$ cat src/common/aggre_sch_pkg.sv
package aggre_sch_pkg;

    localparam int pipe_num = 4;   // Pipes sharing one line slot
    localparam int dt_width = 6;   // Data type code width

    // Scheduler FSM states
    typedef enum logic [2:0] {
        silent        = 3'd0,
        start_concat  = 3'd1,
        master        = 3'd2,
        order         = 3'd3,
        wait_ack      = 3'd4,
        clear_state   = 3'd5,
        wait_line_end = 3'd6
    } sch_state_t;

endpackage

$ cat src/common/aggre_cfg_pkg.sv
package aggre_cfg_pkg;

    // ==============================
    // Wishbone register map
    // ==============================
    localparam logic [1:0] reg_ctrl   = 2'd0;   // mode, master, irq_en, concat_en
    localparam logic [1:0] reg_mask   = 2'd1;   // Pipe mask bitmap
    localparam logic [1:0] reg_status = 2'd2;   // align_fail (W1C), busy (RO)

    // Aggregation mode codes
    localparam logic [1:0] mode_line_interleave = 2'd1;

    // Configuration seen by the scheduler
    typedef struct packed {
        logic [1:0] aggre_mode;
        logic [3:0] concat_en;          // One enable per pipe
        logic [3:0] pipe_mask_bitmap;   // Set bit means BPG serves that pipe
        logic [1:0] master_pipe;
        logic       irq_en;
    } aggre_cfg_t;

endpackage
$ cat src/common/pipe_lane_if.sv
`timescale 1ns/1ps

interface pipe_lane_if #(
    parameter int DT_WIDTH = aggre_sch_pkg::dt_width
) ();
    import aggre_sch_pkg::*;

    logic [pipe_num-1:0]               up_state;   // Grant per pipe
    logic [pipe_num-1:0]               ack;
    logic [pipe_num-1:0]               line_end;
    logic [pipe_num-1:0]               dt_vld;
    logic [pipe_num-1:0][DT_WIDTH-1:0] dt;         // Data type code per pipe

    // Scheduler side
    modport sched (output up_state, input ack, line_end, dt_vld, dt);

    // Video source side
    modport src (input up_state, output ack, line_end, dt_vld, dt);

endinterface

$ cat src/verilog/aggre_line_sched_top.sv
`timescale 1ns/1ps

module aggre_line_sched_top #(
    parameter int DT_WIDTH     = aggre_sch_pkg::dt_width,
    parameter int BPG_LINE_LEN = 8
) (
    input  logic                                             aggre_clk,
    input  logic                                             aggre_clk_rst_n,
    input  logic                                             wb_cyc,
    input  logic                                             wb_stb,
    input  logic                                             wb_we,
    input  logic [1:0]                                       wb_adr,
    input  logic [31:0]                                      wb_wdata,
    output logic [31:0]                                      wb_rdata,
    output logic                                             wb_ack,
    input  logic                                             start_sch_pulse,
    input  logic [aggre_sch_pkg::pipe_num-1:0]               pipe_rdy_bitmap,
    input  logic [aggre_sch_pkg::pipe_num-1:0]               dt_vld,
    input  logic [aggre_sch_pkg::pipe_num-1:0][DT_WIDTH-1:0] dt,
    input  logic [aggre_sch_pkg::pipe_num-1:0]               ack,
    input  logic [aggre_sch_pkg::pipe_num-1:0]               line_end,
    output logic [aggre_sch_pkg::pipe_num-1:0]               up_state_concat,
    output logic                                             end_sch_pulse,
    output logic                                             align_fail_int
);
    import aggre_cfg_pkg::*;

    aggre_cfg_t cfg;
    logic       align_fail;
    logic       busy;
    logic       bpg_up_state;
    logic       bpg_ack;
    logic       bpg_line_end;

    pipe_lane_if #(.DT_WIDTH(DT_WIDTH)) lane ();

    // Pipe ports onto the lane bundle
    assign lane.ack         = ack;
    assign lane.line_end    = line_end;
    assign lane.dt_vld      = dt_vld;
    assign lane.dt          = dt;
    assign up_state_concat  = lane.up_state;

    aggre_cfg_regs u_cfg_regs (
        .aggre_clk       (aggre_clk),
        .aggre_clk_rst_n (aggre_clk_rst_n),
        .wb_cyc          (wb_cyc),
        .wb_stb          (wb_stb),
        .wb_we           (wb_we),
        .wb_adr          (wb_adr),
        .wb_wdata        (wb_wdata),
        .wb_rdata        (wb_rdata),
        .wb_ack          (wb_ack),
        .cfg             (cfg),
        .align_fail      (align_fail),
        .busy            (busy),
        .align_fail_int  (align_fail_int)
    );

    line_sched_interleave #(
        .DT_WIDTH (DT_WIDTH)
    ) u_sched (
        .aggre_clk       (aggre_clk),
        .aggre_clk_rst_n (aggre_clk_rst_n),
        .cfg             (cfg),
        .start_sch_pulse (start_sch_pulse),
        .pipe_rdy_bitmap (pipe_rdy_bitmap),
        .lane            (lane),
        .bpg_up_state    (bpg_up_state),
        .bpg_ack         (bpg_ack),
        .bpg_line_end    (bpg_line_end),
        .end_sch_pulse   (end_sch_pulse),
        .align_fail      (align_fail),
        .busy            (busy)
    );

    bpg_line_gen #(
        .BPG_LINE_LEN (BPG_LINE_LEN)
    ) u_bpg (
        .aggre_clk       (aggre_clk),
        .aggre_clk_rst_n (aggre_clk_rst_n),
        .bpg_up_state    (bpg_up_state),
        .bpg_ack         (bpg_ack),
        .bpg_line_end    (bpg_line_end)
    );

endmodule

$ cat src/verilog/bpg_line_gen.sv
`timescale 1ns/1ps

module bpg_line_gen #(
    parameter int BPG_LINE_LEN = 8
) (
    input  logic aggre_clk,
    input  logic aggre_clk_rst_n,
    input  logic bpg_up_state,
    output logic bpg_ack,
    output logic bpg_line_end
);
    localparam int CNT_W = $clog2(BPG_LINE_LEN + 1);

    logic             grant_d;
    logic             grant_rise;
    logic             line_act;   // Blank line running
    logic [CNT_W-1:0] line_cnt;

    assign grant_rise = bpg_up_state & ~grant_d;

    always_ff @(posedge aggre_clk or negedge aggre_clk_rst_n) begin
        if (!aggre_clk_rst_n) begin
            grant_d      <= 1'b0;
            bpg_ack      <= 1'b0;
            bpg_line_end <= 1'b0;
            line_act     <= 1'b0;
            line_cnt     <= '0;
        end else begin
            grant_d      <= bpg_up_state;
            bpg_ack      <= grant_rise;
            bpg_line_end <= line_act && (line_cnt == '0);
            if (grant_rise) begin
                line_act <= 1'b1;
                line_cnt <= CNT_W'(BPG_LINE_LEN - 1);   // Line end BPG_LINE_LEN after ack
            end else if (line_act) begin
                if (line_cnt == '0) begin
                    line_act <= 1'b0;
                end else begin
                    line_cnt <= line_cnt - 1'b1;
                end
            end
        end
    end

    // Scheduler waits for line end before the next grant
    no_mid_line_grant: assert property (@(posedge aggre_clk) disable iff (!aggre_clk_rst_n)
        $rose(bpg_up_state) |-> !line_act && !bpg_ack);

endmodule

$ cat src/line_sched/line_sched_interleave.sv
`timescale 1ns/1ps

module line_sched_interleave #(
    parameter int DT_WIDTH = aggre_sch_pkg::dt_width
) (
    input  logic                               aggre_clk,
    input  logic                               aggre_clk_rst_n,
    input  aggre_cfg_pkg::aggre_cfg_t          cfg,
    input  logic                               start_sch_pulse,
    input  logic [aggre_sch_pkg::pipe_num-1:0] pipe_rdy_bitmap,
    pipe_lane_if.sched                         lane,
    output logic                               bpg_up_state,
    input  logic                               bpg_ack,
    input  logic                               bpg_line_end,
    output logic                               end_sch_pulse,
    output logic                               align_fail,
    output logic                               busy
);
    import aggre_cfg_pkg::*;
    import aggre_sch_pkg::*;

    sch_state_t          sch_cs;
    sch_state_t          sch_ns;
    sch_state_t          after_line;
    logic [2:0]          order_tbl [pipe_num];   // {ready, pipe index}
    logic [pipe_num-1:0] tbl_vld;
    logic [1:0]          sel_pos;
    logic [1:0]          sel_pipe;
    logic                use_master;
    logic [1:0]          issue_pipe;
    logic [1:0]          served_pos;
    logic [1:0]          cur_pipe;
    logic                master_first;
    logic [pipe_num-1:0] grant;
    logic [pipe_num-1:0] ack_concat;
    logic [pipe_num-1:0] line_end_concat;
    logic [pipe_num-1:0] cmp_vld;
    logic                cmp_fail;
    logic                start_ok;
    logic                start_go;
    logic                issue;
    logic                ack_hit;
    logic                line_done;

    // ==============================
    // Pipe and BPG masking
    // ==============================
    always_comb begin
        for (int i = 0; i < pipe_num; i++) begin
            ack_concat[i]      = cfg.concat_en[i] &
                                 (cfg.pipe_mask_bitmap[i] ? bpg_ack : lane.ack[i]);
            line_end_concat[i] = cfg.concat_en[i] &
                                 (cfg.pipe_mask_bitmap[i] ? bpg_line_end : lane.line_end[i]);
        end
    end

    assign lane.up_state = grant & ~cfg.pipe_mask_bitmap;
    assign bpg_up_state  = |(grant & cfg.pipe_mask_bitmap);   // Masked grant goes to BPG

    // Data type check at start
    assign start_ok = start_sch_pulse & (sch_cs == silent);    // Ignored while busy
    assign cmp_vld  = {pipe_num{start_ok}} & pipe_rdy_bitmap & lane.dt_vld;

    multiple_value_comparator #(
        .DT_WIDTH (DT_WIDTH)
    ) u_dt_cmp (
        .in_vld        (cmp_vld),
        .in_data       (lane.dt),
        .out_comp_fail (cmp_fail)
    );

    assign align_fail = cmp_fail & (cfg.aggre_mode == mode_line_interleave);
    assign start_go   = start_ok & ~align_fail & (|pipe_rdy_bitmap);

    // ==============================
    // Order table
    // ==============================
    always_ff @(posedge aggre_clk or negedge aggre_clk_rst_n) begin
        if (!aggre_clk_rst_n) begin
            for (int i = 0; i < pipe_num; i++) begin
                order_tbl[i] <= 3'd0;
            end
        end else if (start_go) begin
            for (int i = 0; i < pipe_num; i++) begin
                order_tbl[i] <= {pipe_rdy_bitmap[i], 2'(i)};
            end
        end else if (ack_hit) begin
            // Served entry moves last and drops its ready bit
            for (int i = 0; i < pipe_num - 1; i++) begin
                order_tbl[i] <= order_tbl[2'(served_pos + i + 1)];
            end
            order_tbl[pipe_num-1] <= {1'b0, order_tbl[served_pos][1:0]};
        end
    end

    // Lowest valid position wins
    always_comb begin
        sel_pos = 2'd0;
        for (int i = pipe_num - 1; i >= 0; i--) begin
            tbl_vld[i] = order_tbl[i][2];
            if (order_tbl[i][2]) begin
                sel_pos = 2'(i);
            end
        end
    end

    assign sel_pipe = order_tbl[sel_pos][1:0];

    always_ff @(posedge aggre_clk or negedge aggre_clk_rst_n) begin
        if (!aggre_clk_rst_n) begin
            master_first <= 1'b0;
        end else if (start_go) begin
            master_first <= pipe_rdy_bitmap[cfg.master_pipe];
        end
    end

    // ==============================
    // Grant issue and FSM
    // ==============================
    // At start the table is fresh, so position equals pipe index
    assign use_master = (sch_cs == start_concat) & master_first;
    assign issue_pipe = use_master ? cfg.master_pipe : sel_pipe;
    assign issue      = (sch_cs == start_concat) | ((sch_cs == order) & ~(|grant));
    assign ack_hit    = (sch_cs == wait_ack) & ack_concat[cur_pipe];
    assign line_done  = line_end_concat[cur_pipe];

    always_ff @(posedge aggre_clk or negedge aggre_clk_rst_n) begin
        if (!aggre_clk_rst_n) begin
            grant      <= '0;
            served_pos <= 2'd0;
            cur_pipe   <= 2'd0;
        end else if (issue) begin
            grant      <= pipe_num'(1) << issue_pipe;
            served_pos <= use_master ? cfg.master_pipe : sel_pos;
            cur_pipe   <= issue_pipe;
        end else if (ack_hit) begin
            grant <= '0;   // Drops one edge after the ack
        end
    end

    assign after_line = (|tbl_vld) ? order : silent;

    always_comb begin
        sch_ns = sch_cs;
        case (sch_cs)
            silent:        if (start_go) sch_ns = start_concat;
            start_concat:  sch_ns = master_first ? master : order;
            master:        sch_ns = wait_ack;
            order:         sch_ns = wait_ack;
            wait_ack:      if (ack_hit) sch_ns = clear_state;
            clear_state:   sch_ns = line_done ? after_line : wait_line_end;
            wait_line_end: if (line_done) sch_ns = after_line;
            default:       sch_ns = silent;
        endcase
    end

    always_ff @(posedge aggre_clk or negedge aggre_clk_rst_n) begin
        if (!aggre_clk_rst_n) begin
            sch_cs        <= silent;
            end_sch_pulse <= 1'b0;
        end else begin
            sch_cs        <= sch_ns;
            end_sch_pulse <= (sch_cs inside {clear_state, wait_line_end}) && (sch_ns == silent);
        end
    end

    assign busy = (sch_cs != silent);

    // Pipe and BPG grants together never exceed one
    grant_onehot: assert property (@(posedge aggre_clk) disable iff (!aggre_clk_rst_n)
        $onehot0({lane.up_state, bpg_up_state}));

    end_pulse_single: assert property (@(posedge aggre_clk) disable iff (!aggre_clk_rst_n)
        end_sch_pulse |=> !end_sch_pulse);

endmodule

$ cat src/verilog/multiple_value_comparator.sv
`timescale 1ns/1ps

module multiple_value_comparator #(
    parameter int DT_WIDTH = aggre_sch_pkg::dt_width
) (
    input  logic [aggre_sch_pkg::pipe_num-1:0]               in_vld,
    input  logic [aggre_sch_pkg::pipe_num-1:0][DT_WIDTH-1:0] in_data,
    output logic                                             out_comp_fail
);
    import aggre_sch_pkg::*;

    // Pairwise check over valid inputs only
    always_comb begin
        out_comp_fail = 1'b0;
        for (int i = 0; i < pipe_num - 1; i++) begin
            for (int j = i + 1; j < pipe_num; j++) begin
                if (in_vld[i] && in_vld[j] && (in_data[i] != in_data[j])) begin
                    out_comp_fail = 1'b1;
                end
            end
        end
    end

endmodule

$ cat src/verilog/aggre_cfg_regs.sv
`timescale 1ns/1ps

module aggre_cfg_regs (
    input  logic                      aggre_clk,
    input  logic                      aggre_clk_rst_n,
    input  logic                      wb_cyc,
    input  logic                      wb_stb,
    input  logic                      wb_we,
    input  logic [1:0]                wb_adr,
    input  logic [31:0]               wb_wdata,
    output logic [31:0]               wb_rdata,
    output logic                      wb_ack,
    output aggre_cfg_pkg::aggre_cfg_t cfg,
    input  logic                      align_fail,
    input  logic                      busy,
    output logic                      align_fail_int
);
    import aggre_cfg_pkg::*;

    logic        wb_req;
    logic        wr_en;
    logic        fail_sticky;
    logic [31:0] rd_mux;

    assign wb_req = wb_cyc & wb_stb & ~wb_ack;   // One ack per classic cycle
    assign wr_en  = wb_req & wb_we;

    always_ff @(posedge aggre_clk or negedge aggre_clk_rst_n) begin
        if (!aggre_clk_rst_n) begin
            wb_ack <= 1'b0;
        end else begin
            wb_ack <= wb_req;
        end
    end

    // ==============================
    // Control and mask writes
    // ==============================
    always_ff @(posedge aggre_clk or negedge aggre_clk_rst_n) begin
        if (!aggre_clk_rst_n) begin
            cfg <= '0;
        end else if (wr_en) begin
            case (wb_adr)
                reg_ctrl: begin
                    cfg.aggre_mode  <= wb_wdata[1:0];
                    cfg.master_pipe <= wb_wdata[3:2];
                    cfg.irq_en      <= wb_wdata[4];
                    cfg.concat_en   <= wb_wdata[11:8];
                end
                reg_mask: begin
                    cfg.pipe_mask_bitmap <= wb_wdata[3:0];
                end
                default: begin
                end
            endcase
        end
    end

    // New fail wins over the clear
    always_ff @(posedge aggre_clk or negedge aggre_clk_rst_n) begin
        if (!aggre_clk_rst_n) begin
            fail_sticky <= 1'b0;
        end else if (align_fail) begin
            fail_sticky <= 1'b1;
        end else if (wr_en && (wb_adr == reg_status) && wb_wdata[0]) begin
            fail_sticky <= 1'b0;
        end
    end

    assign align_fail_int = fail_sticky & cfg.irq_en;

    always_comb begin
        case (wb_adr)
            reg_ctrl:   rd_mux = {20'd0, cfg.concat_en, 3'd0, cfg.irq_en,
                                  cfg.master_pipe, cfg.aggre_mode};
            reg_mask:   rd_mux = {28'd0, cfg.pipe_mask_bitmap};
            reg_status: rd_mux = {30'd0, busy, fail_sticky};
            default:    rd_mux = 32'd0;
        endcase
    end

    always_ff @(posedge aggre_clk) begin
        if (wb_req && !wb_we) begin
            wb_rdata <= rd_mux;   // Valid with wb_ack
        end
    end

    // Ack only answers a request the master still holds
    ack_needs_req: assert property (@(posedge aggre_clk) disable iff (!aggre_clk_rst_n)
        $rose(wb_ack) |-> $past(wb_cyc && wb_stb) && wb_cyc && wb_stb);

endmodule

$ cat config.mk
export PLATFORM = sky130hd
export DESIGN_NAME = aggre_line_sched_top
export DESIGN_NICKNAME = d
export VERILOG_FILES = /design/src/common/aggre_sch_pkg.sv /design/src/common/aggre_cfg_pkg.sv /design/src/common/pipe_lane_if.sv /design/src/verilog/aggre_line_sched_top.sv /design/src/verilog/bpg_line_gen.sv /design/src/line_sched/line_sched_interleave.sv /design/src/verilog/multiple_value_comparator.sv /design/src/verilog/aggre_cfg_regs.sv
export SDC_FILE = /design/constraint.sdc
export NUM_CORES = 1
export LEC_CHECK = 0
export ABC_AREA = 1
export BUFFER_PORTS_ARGS = -buffer_cell sky130_fd_sc_hd__buf_2
export CORE_ASPECT_RATIO = 0.9
export CORE_MARGIN = 2
export CORE_UTILIZATION = 45
export DETAILED_ROUTE_END_ITERATION = 8
export PLACE_DENSITY = 0.76
export SLEW_MARGIN = 20
export SYNTH_ARGS = -nofsm -noshare
export SYNTH_HDL_FRONTEND = slang
export SYNTH_SLANG_ARGS = --single-unit
$ cat constraint.sdc
create_clock -name aggre_clk -period 2.1 [get_ports aggre_clk]
set_clock_uncertainty 0.15 [all_clocks]
set_input_delay 0 -clock aggre_clk [delete_from_list [all_inputs] [get_ports aggre_clk]]
set_output_delay 0 -clock aggre_clk [all_outputs]
set_load 0.01 [all_outputs]
==> flow_summary.yaml <==
worst_setup_path:
  crit_chain: "inv_2, nand2_2, nor2_4, nand2_4, nor2_4, nand2_1, a21oi_1, a21oi_1, nand2_1, nand2_2, nand2_4, inv_2, nand2_1, nand2_1"
  crit_fanout: 14
  cp_slowest_cell: "dfrtp_1"
  reg2reg_from: "u_sched.sch_cs[1]"
  arrival_ns: 1.97
  crit_type: "reg2reg"
  crit_path_end_kind: "register"
  rr_worst_depth: 14
  rrSetupSlack_ns: 0.20
  max_stage_delay_ns: 0.40
  critPathLaunchType: "register"
  required_ns: 2.17
  crit_top_cell: "nand2_1"
synthesis:
  synth_warnings: 0
  ys_ff_latch: 57
  synth_edf_count: 9
  synthCells: 541
  synthArstFlopShare_pct: 84.21
  netlist_area_mm2: 0.003779
  yosys.area.top_type: "dfrtp_1"
  syn_area_per_cell_um2: 6.985
  netlist.area_leader.share_pct: 31.79
  synth_area_leaders: "dfrtp_1 32%, nand2_1 16%, edfxtp_1 7.2%, inv_1 6.9%, nor2_1 5.4%"
  synthTopCellsByCount: "158 x nand2_1, 69 x inv_1, 54 x nor2_1"
  synth-main-ff-cell: "dfrtp_1"
  synth_most_common_cell: "nand2_1"
  yosysUniqueCellTypes: 36
  ys_seq_area_share_pct: 38.94
floorplan:
  die_h_um: 90.93
  ioPinCount: 119
  core_area_mm2: 0.008107
  dieArea_mm2: 0.009147
  num_rows: 31
  start_util_pct: 46.61
  die_width_um: 100.6
run_status:
  status: "completed"
min_path:
  whs_endpoint: "u_sched.order_tbl[5]"
  hold_class: "in2reg"
  hp-start: "start_sch_pulse"
  holdPathStages: 6
timing:
  period_share_pct: 90.55
  fmax_mhz: 525.9
  worst_slew_pin_slew_ns: 0.6214
  setup_viol: 0
  final_max_slew_viol_count: 0
  tns_ns: 0
  post-route-min-period_ns: 1.902
  rsz0062_at_grt: "false"
  hold_viol_final: 0
  relSlewSlack_pct: 58.58
detailed_routing:
  ant_nets: 0
  met3_length_um: 556
  dr.pass1.iters: 4
  viasPerCell: 4.972
  met2_length_mm: 4.262
  drtIter0Drc: 168
  top_layer: "met4"
  wl_per_cell_um: 12.16
  wirelength_mm: 9.098
  vias: 3719
  wl_met1_mm: 4.187
  drc: 0
clocking:
  cts-htree-levels: 3
  worstSkewPairLatency_ns: 0.33
  cts_sinks: 57
  cts_tree: "yes"
  numCtsBuffers: 9
  cts_max_path_buffers: 2
  clkTransAtPathRegs_ns: 0.06
  cts_setup_buffers: 0
  post_cts_resized: 0
  root_buffer: "clkbuf_8"
grt:
  grt_overflow: 0
  antenna_found_initial: 0
  grt_max_degree: 49
  grt_pass1_vias: 3516
  grt_pass1_wl_mm: 15.33
  track_usage_pct: 20.47
placement:
  port-buffer-count: 72
  dp_hpwl_mm: 6.917
  place.gp.congestion: 0.8719
cells_and_area:
  fin_util_pct: 56.91
  nets: 725
  antenna_cells: 0
  drive_gt1_share_pct: 18.49
  area_delta_synth_final_pct: 22.09
  nFillCells: 734
power_and_ir_drop:
  vdd_drop_max_v: 0.0005889
  power.leakage_nw: 2.443
  p_per_area_mw_per_mm2: 1108
run:
  maxCapViolations: 0
worst max-delay path by stage:
| stage | from | endpoint | cells past startpoint |
|---|---|---|---|
| after floorplan | u_cfg_regs.wb_ack | u_cfg_regs.wb_rdata[0] | 1 |
| after global placement | u_sched.sch_cs[1] | u_sched.order_tbl[2] | 14 |
| after detailed placement | u_sched.sch_cs[1] | register | 14 |
| after CTS | u_sched.sch_cs[1] | register | 14 |
| after global routing | u_sched.sch_cs[1] | u_sched.order_tbl[5] | 14 |
| final | u_sched.sch_cs[1] | register | 14 |
routing by layer:
layer | GRT usage, % | vias up
met5 | 0 | -
met4 | 5.137 | 0
met3 | 4.080 | 10
met2 | 34.28 | 144
met1 | 26.98 | 1682
li1 | - | 1883
through the flow:
stage / worst slack, ns / power, W / instances / cell area, um^2 / hold WS (ns)
global route: 0.04232 / 0.005574 / 748 / 4613 / 0.08158
finish: 0.1985 / 0.005112 / 748 / 4613 / 0.04833
detailed placement: 0.2120 / 0.003946 / 713 / 4205 / -0.01238
global placement: 0.2645 / 0.003860 / 713 / 4205 / -0.01415
CTS: 0.2053 / 0.005114 / 748 / 4613 / 0.03461
floorplan: 0.1100 / 0.003374 / 563 / 3861 / -0.4456
worst max-delay path: cells and delay by family, from the launching register on:
family / cells / cell delay [ns]
buffers and inverters: 2 / 0.18
AO/OA/AOI/OAI: 2 / 0.17
flip-flops: 1 / 0.40
AND/OR/NAND/NOR: 10 / 0.89
kinds of logic (layout without fill, tap and decap cells):
family	count (synthesis)	after routing	share of synthesized area [%]
xor+xnor	15	15	3.676
other cells	1	23	0.09924
compound gates	91	91	13.31
simple gates	259	259	28.48
buf+inv	112	198	13.74
flops	57	57	38.94
mux	5	5	1.424
fa+ha+maj	1	1	0.3311
sequential cells by signal (all words and copies together) (netlist names), named ones only:
register	flops
u_sched.served_pos	2
u_cfg_regs.fail_sticky	1
u_bpg.bpg_ack	1
u_bpg.line_cnt	4
u_sched.cur_pipe	2
u_cfg_regs.wb_ack	1
u_bpg.line_act	1
u_bpg.bpg_line_end	1
u_sched.master_first	1
u_sched.order_tbl	11
u_cfg_regs.wb_rdata	9
u_sched.grant	4
u_sched.sch_cs	3
u_sched.end_sch_pulse	1
u_bpg.grant_d	1
u_cfg_regs.cfg	13
area by class of cell:
type,instances,area [um^2],share of cell area (%)
clock buffer,9,123.9,2.685
clock inverter,7,93.84,2.034
inverter,81,304.0,6.591
multi-input combinational,394,1871,40.55
sequential,57,1471,31.90
tap,99,123.9,2.685
timing repair buffer,101,625.6,13.56
power breakdown:
group / switching (W) / internal [W] / total [W]
Clock: 0.000462 / 0.000667 / 0.00113
Combinational: 0.00136 / 0.000842 / 0.00220
Sequential: 0.000314 / 0.00147 / 0.00178
placed cells by master (no fill, tap or decap), types with 3 or more instances in the layout:
master / n
nand2_1: 158
buf_2: 72
inv_1: 69
nor2_1: 54
dfrtp_1: 48
o21ai_0: 34
nand3_1: 23
conb_1: 23
o21ai_1: 19
dlygate4sd3_1: 19
a21oi_1: 16
xor2_1: 14
inv_2: 12
buf_4: 10
clkbuf_8: 9
edfxtp_1: 9
nor3_1: 8
o211ai_1: 8
o22ai_1: 7
nand4_1: 4
nor2_4: 3
nor4_1: 3
repair_timing:
item                                    in CTS  in global routing
hold buffers                                19                  0
endpoints found under the hold margin       78                  0
endpoints found under the setup margin       0                  0
(Power assumes the default switching activity.)
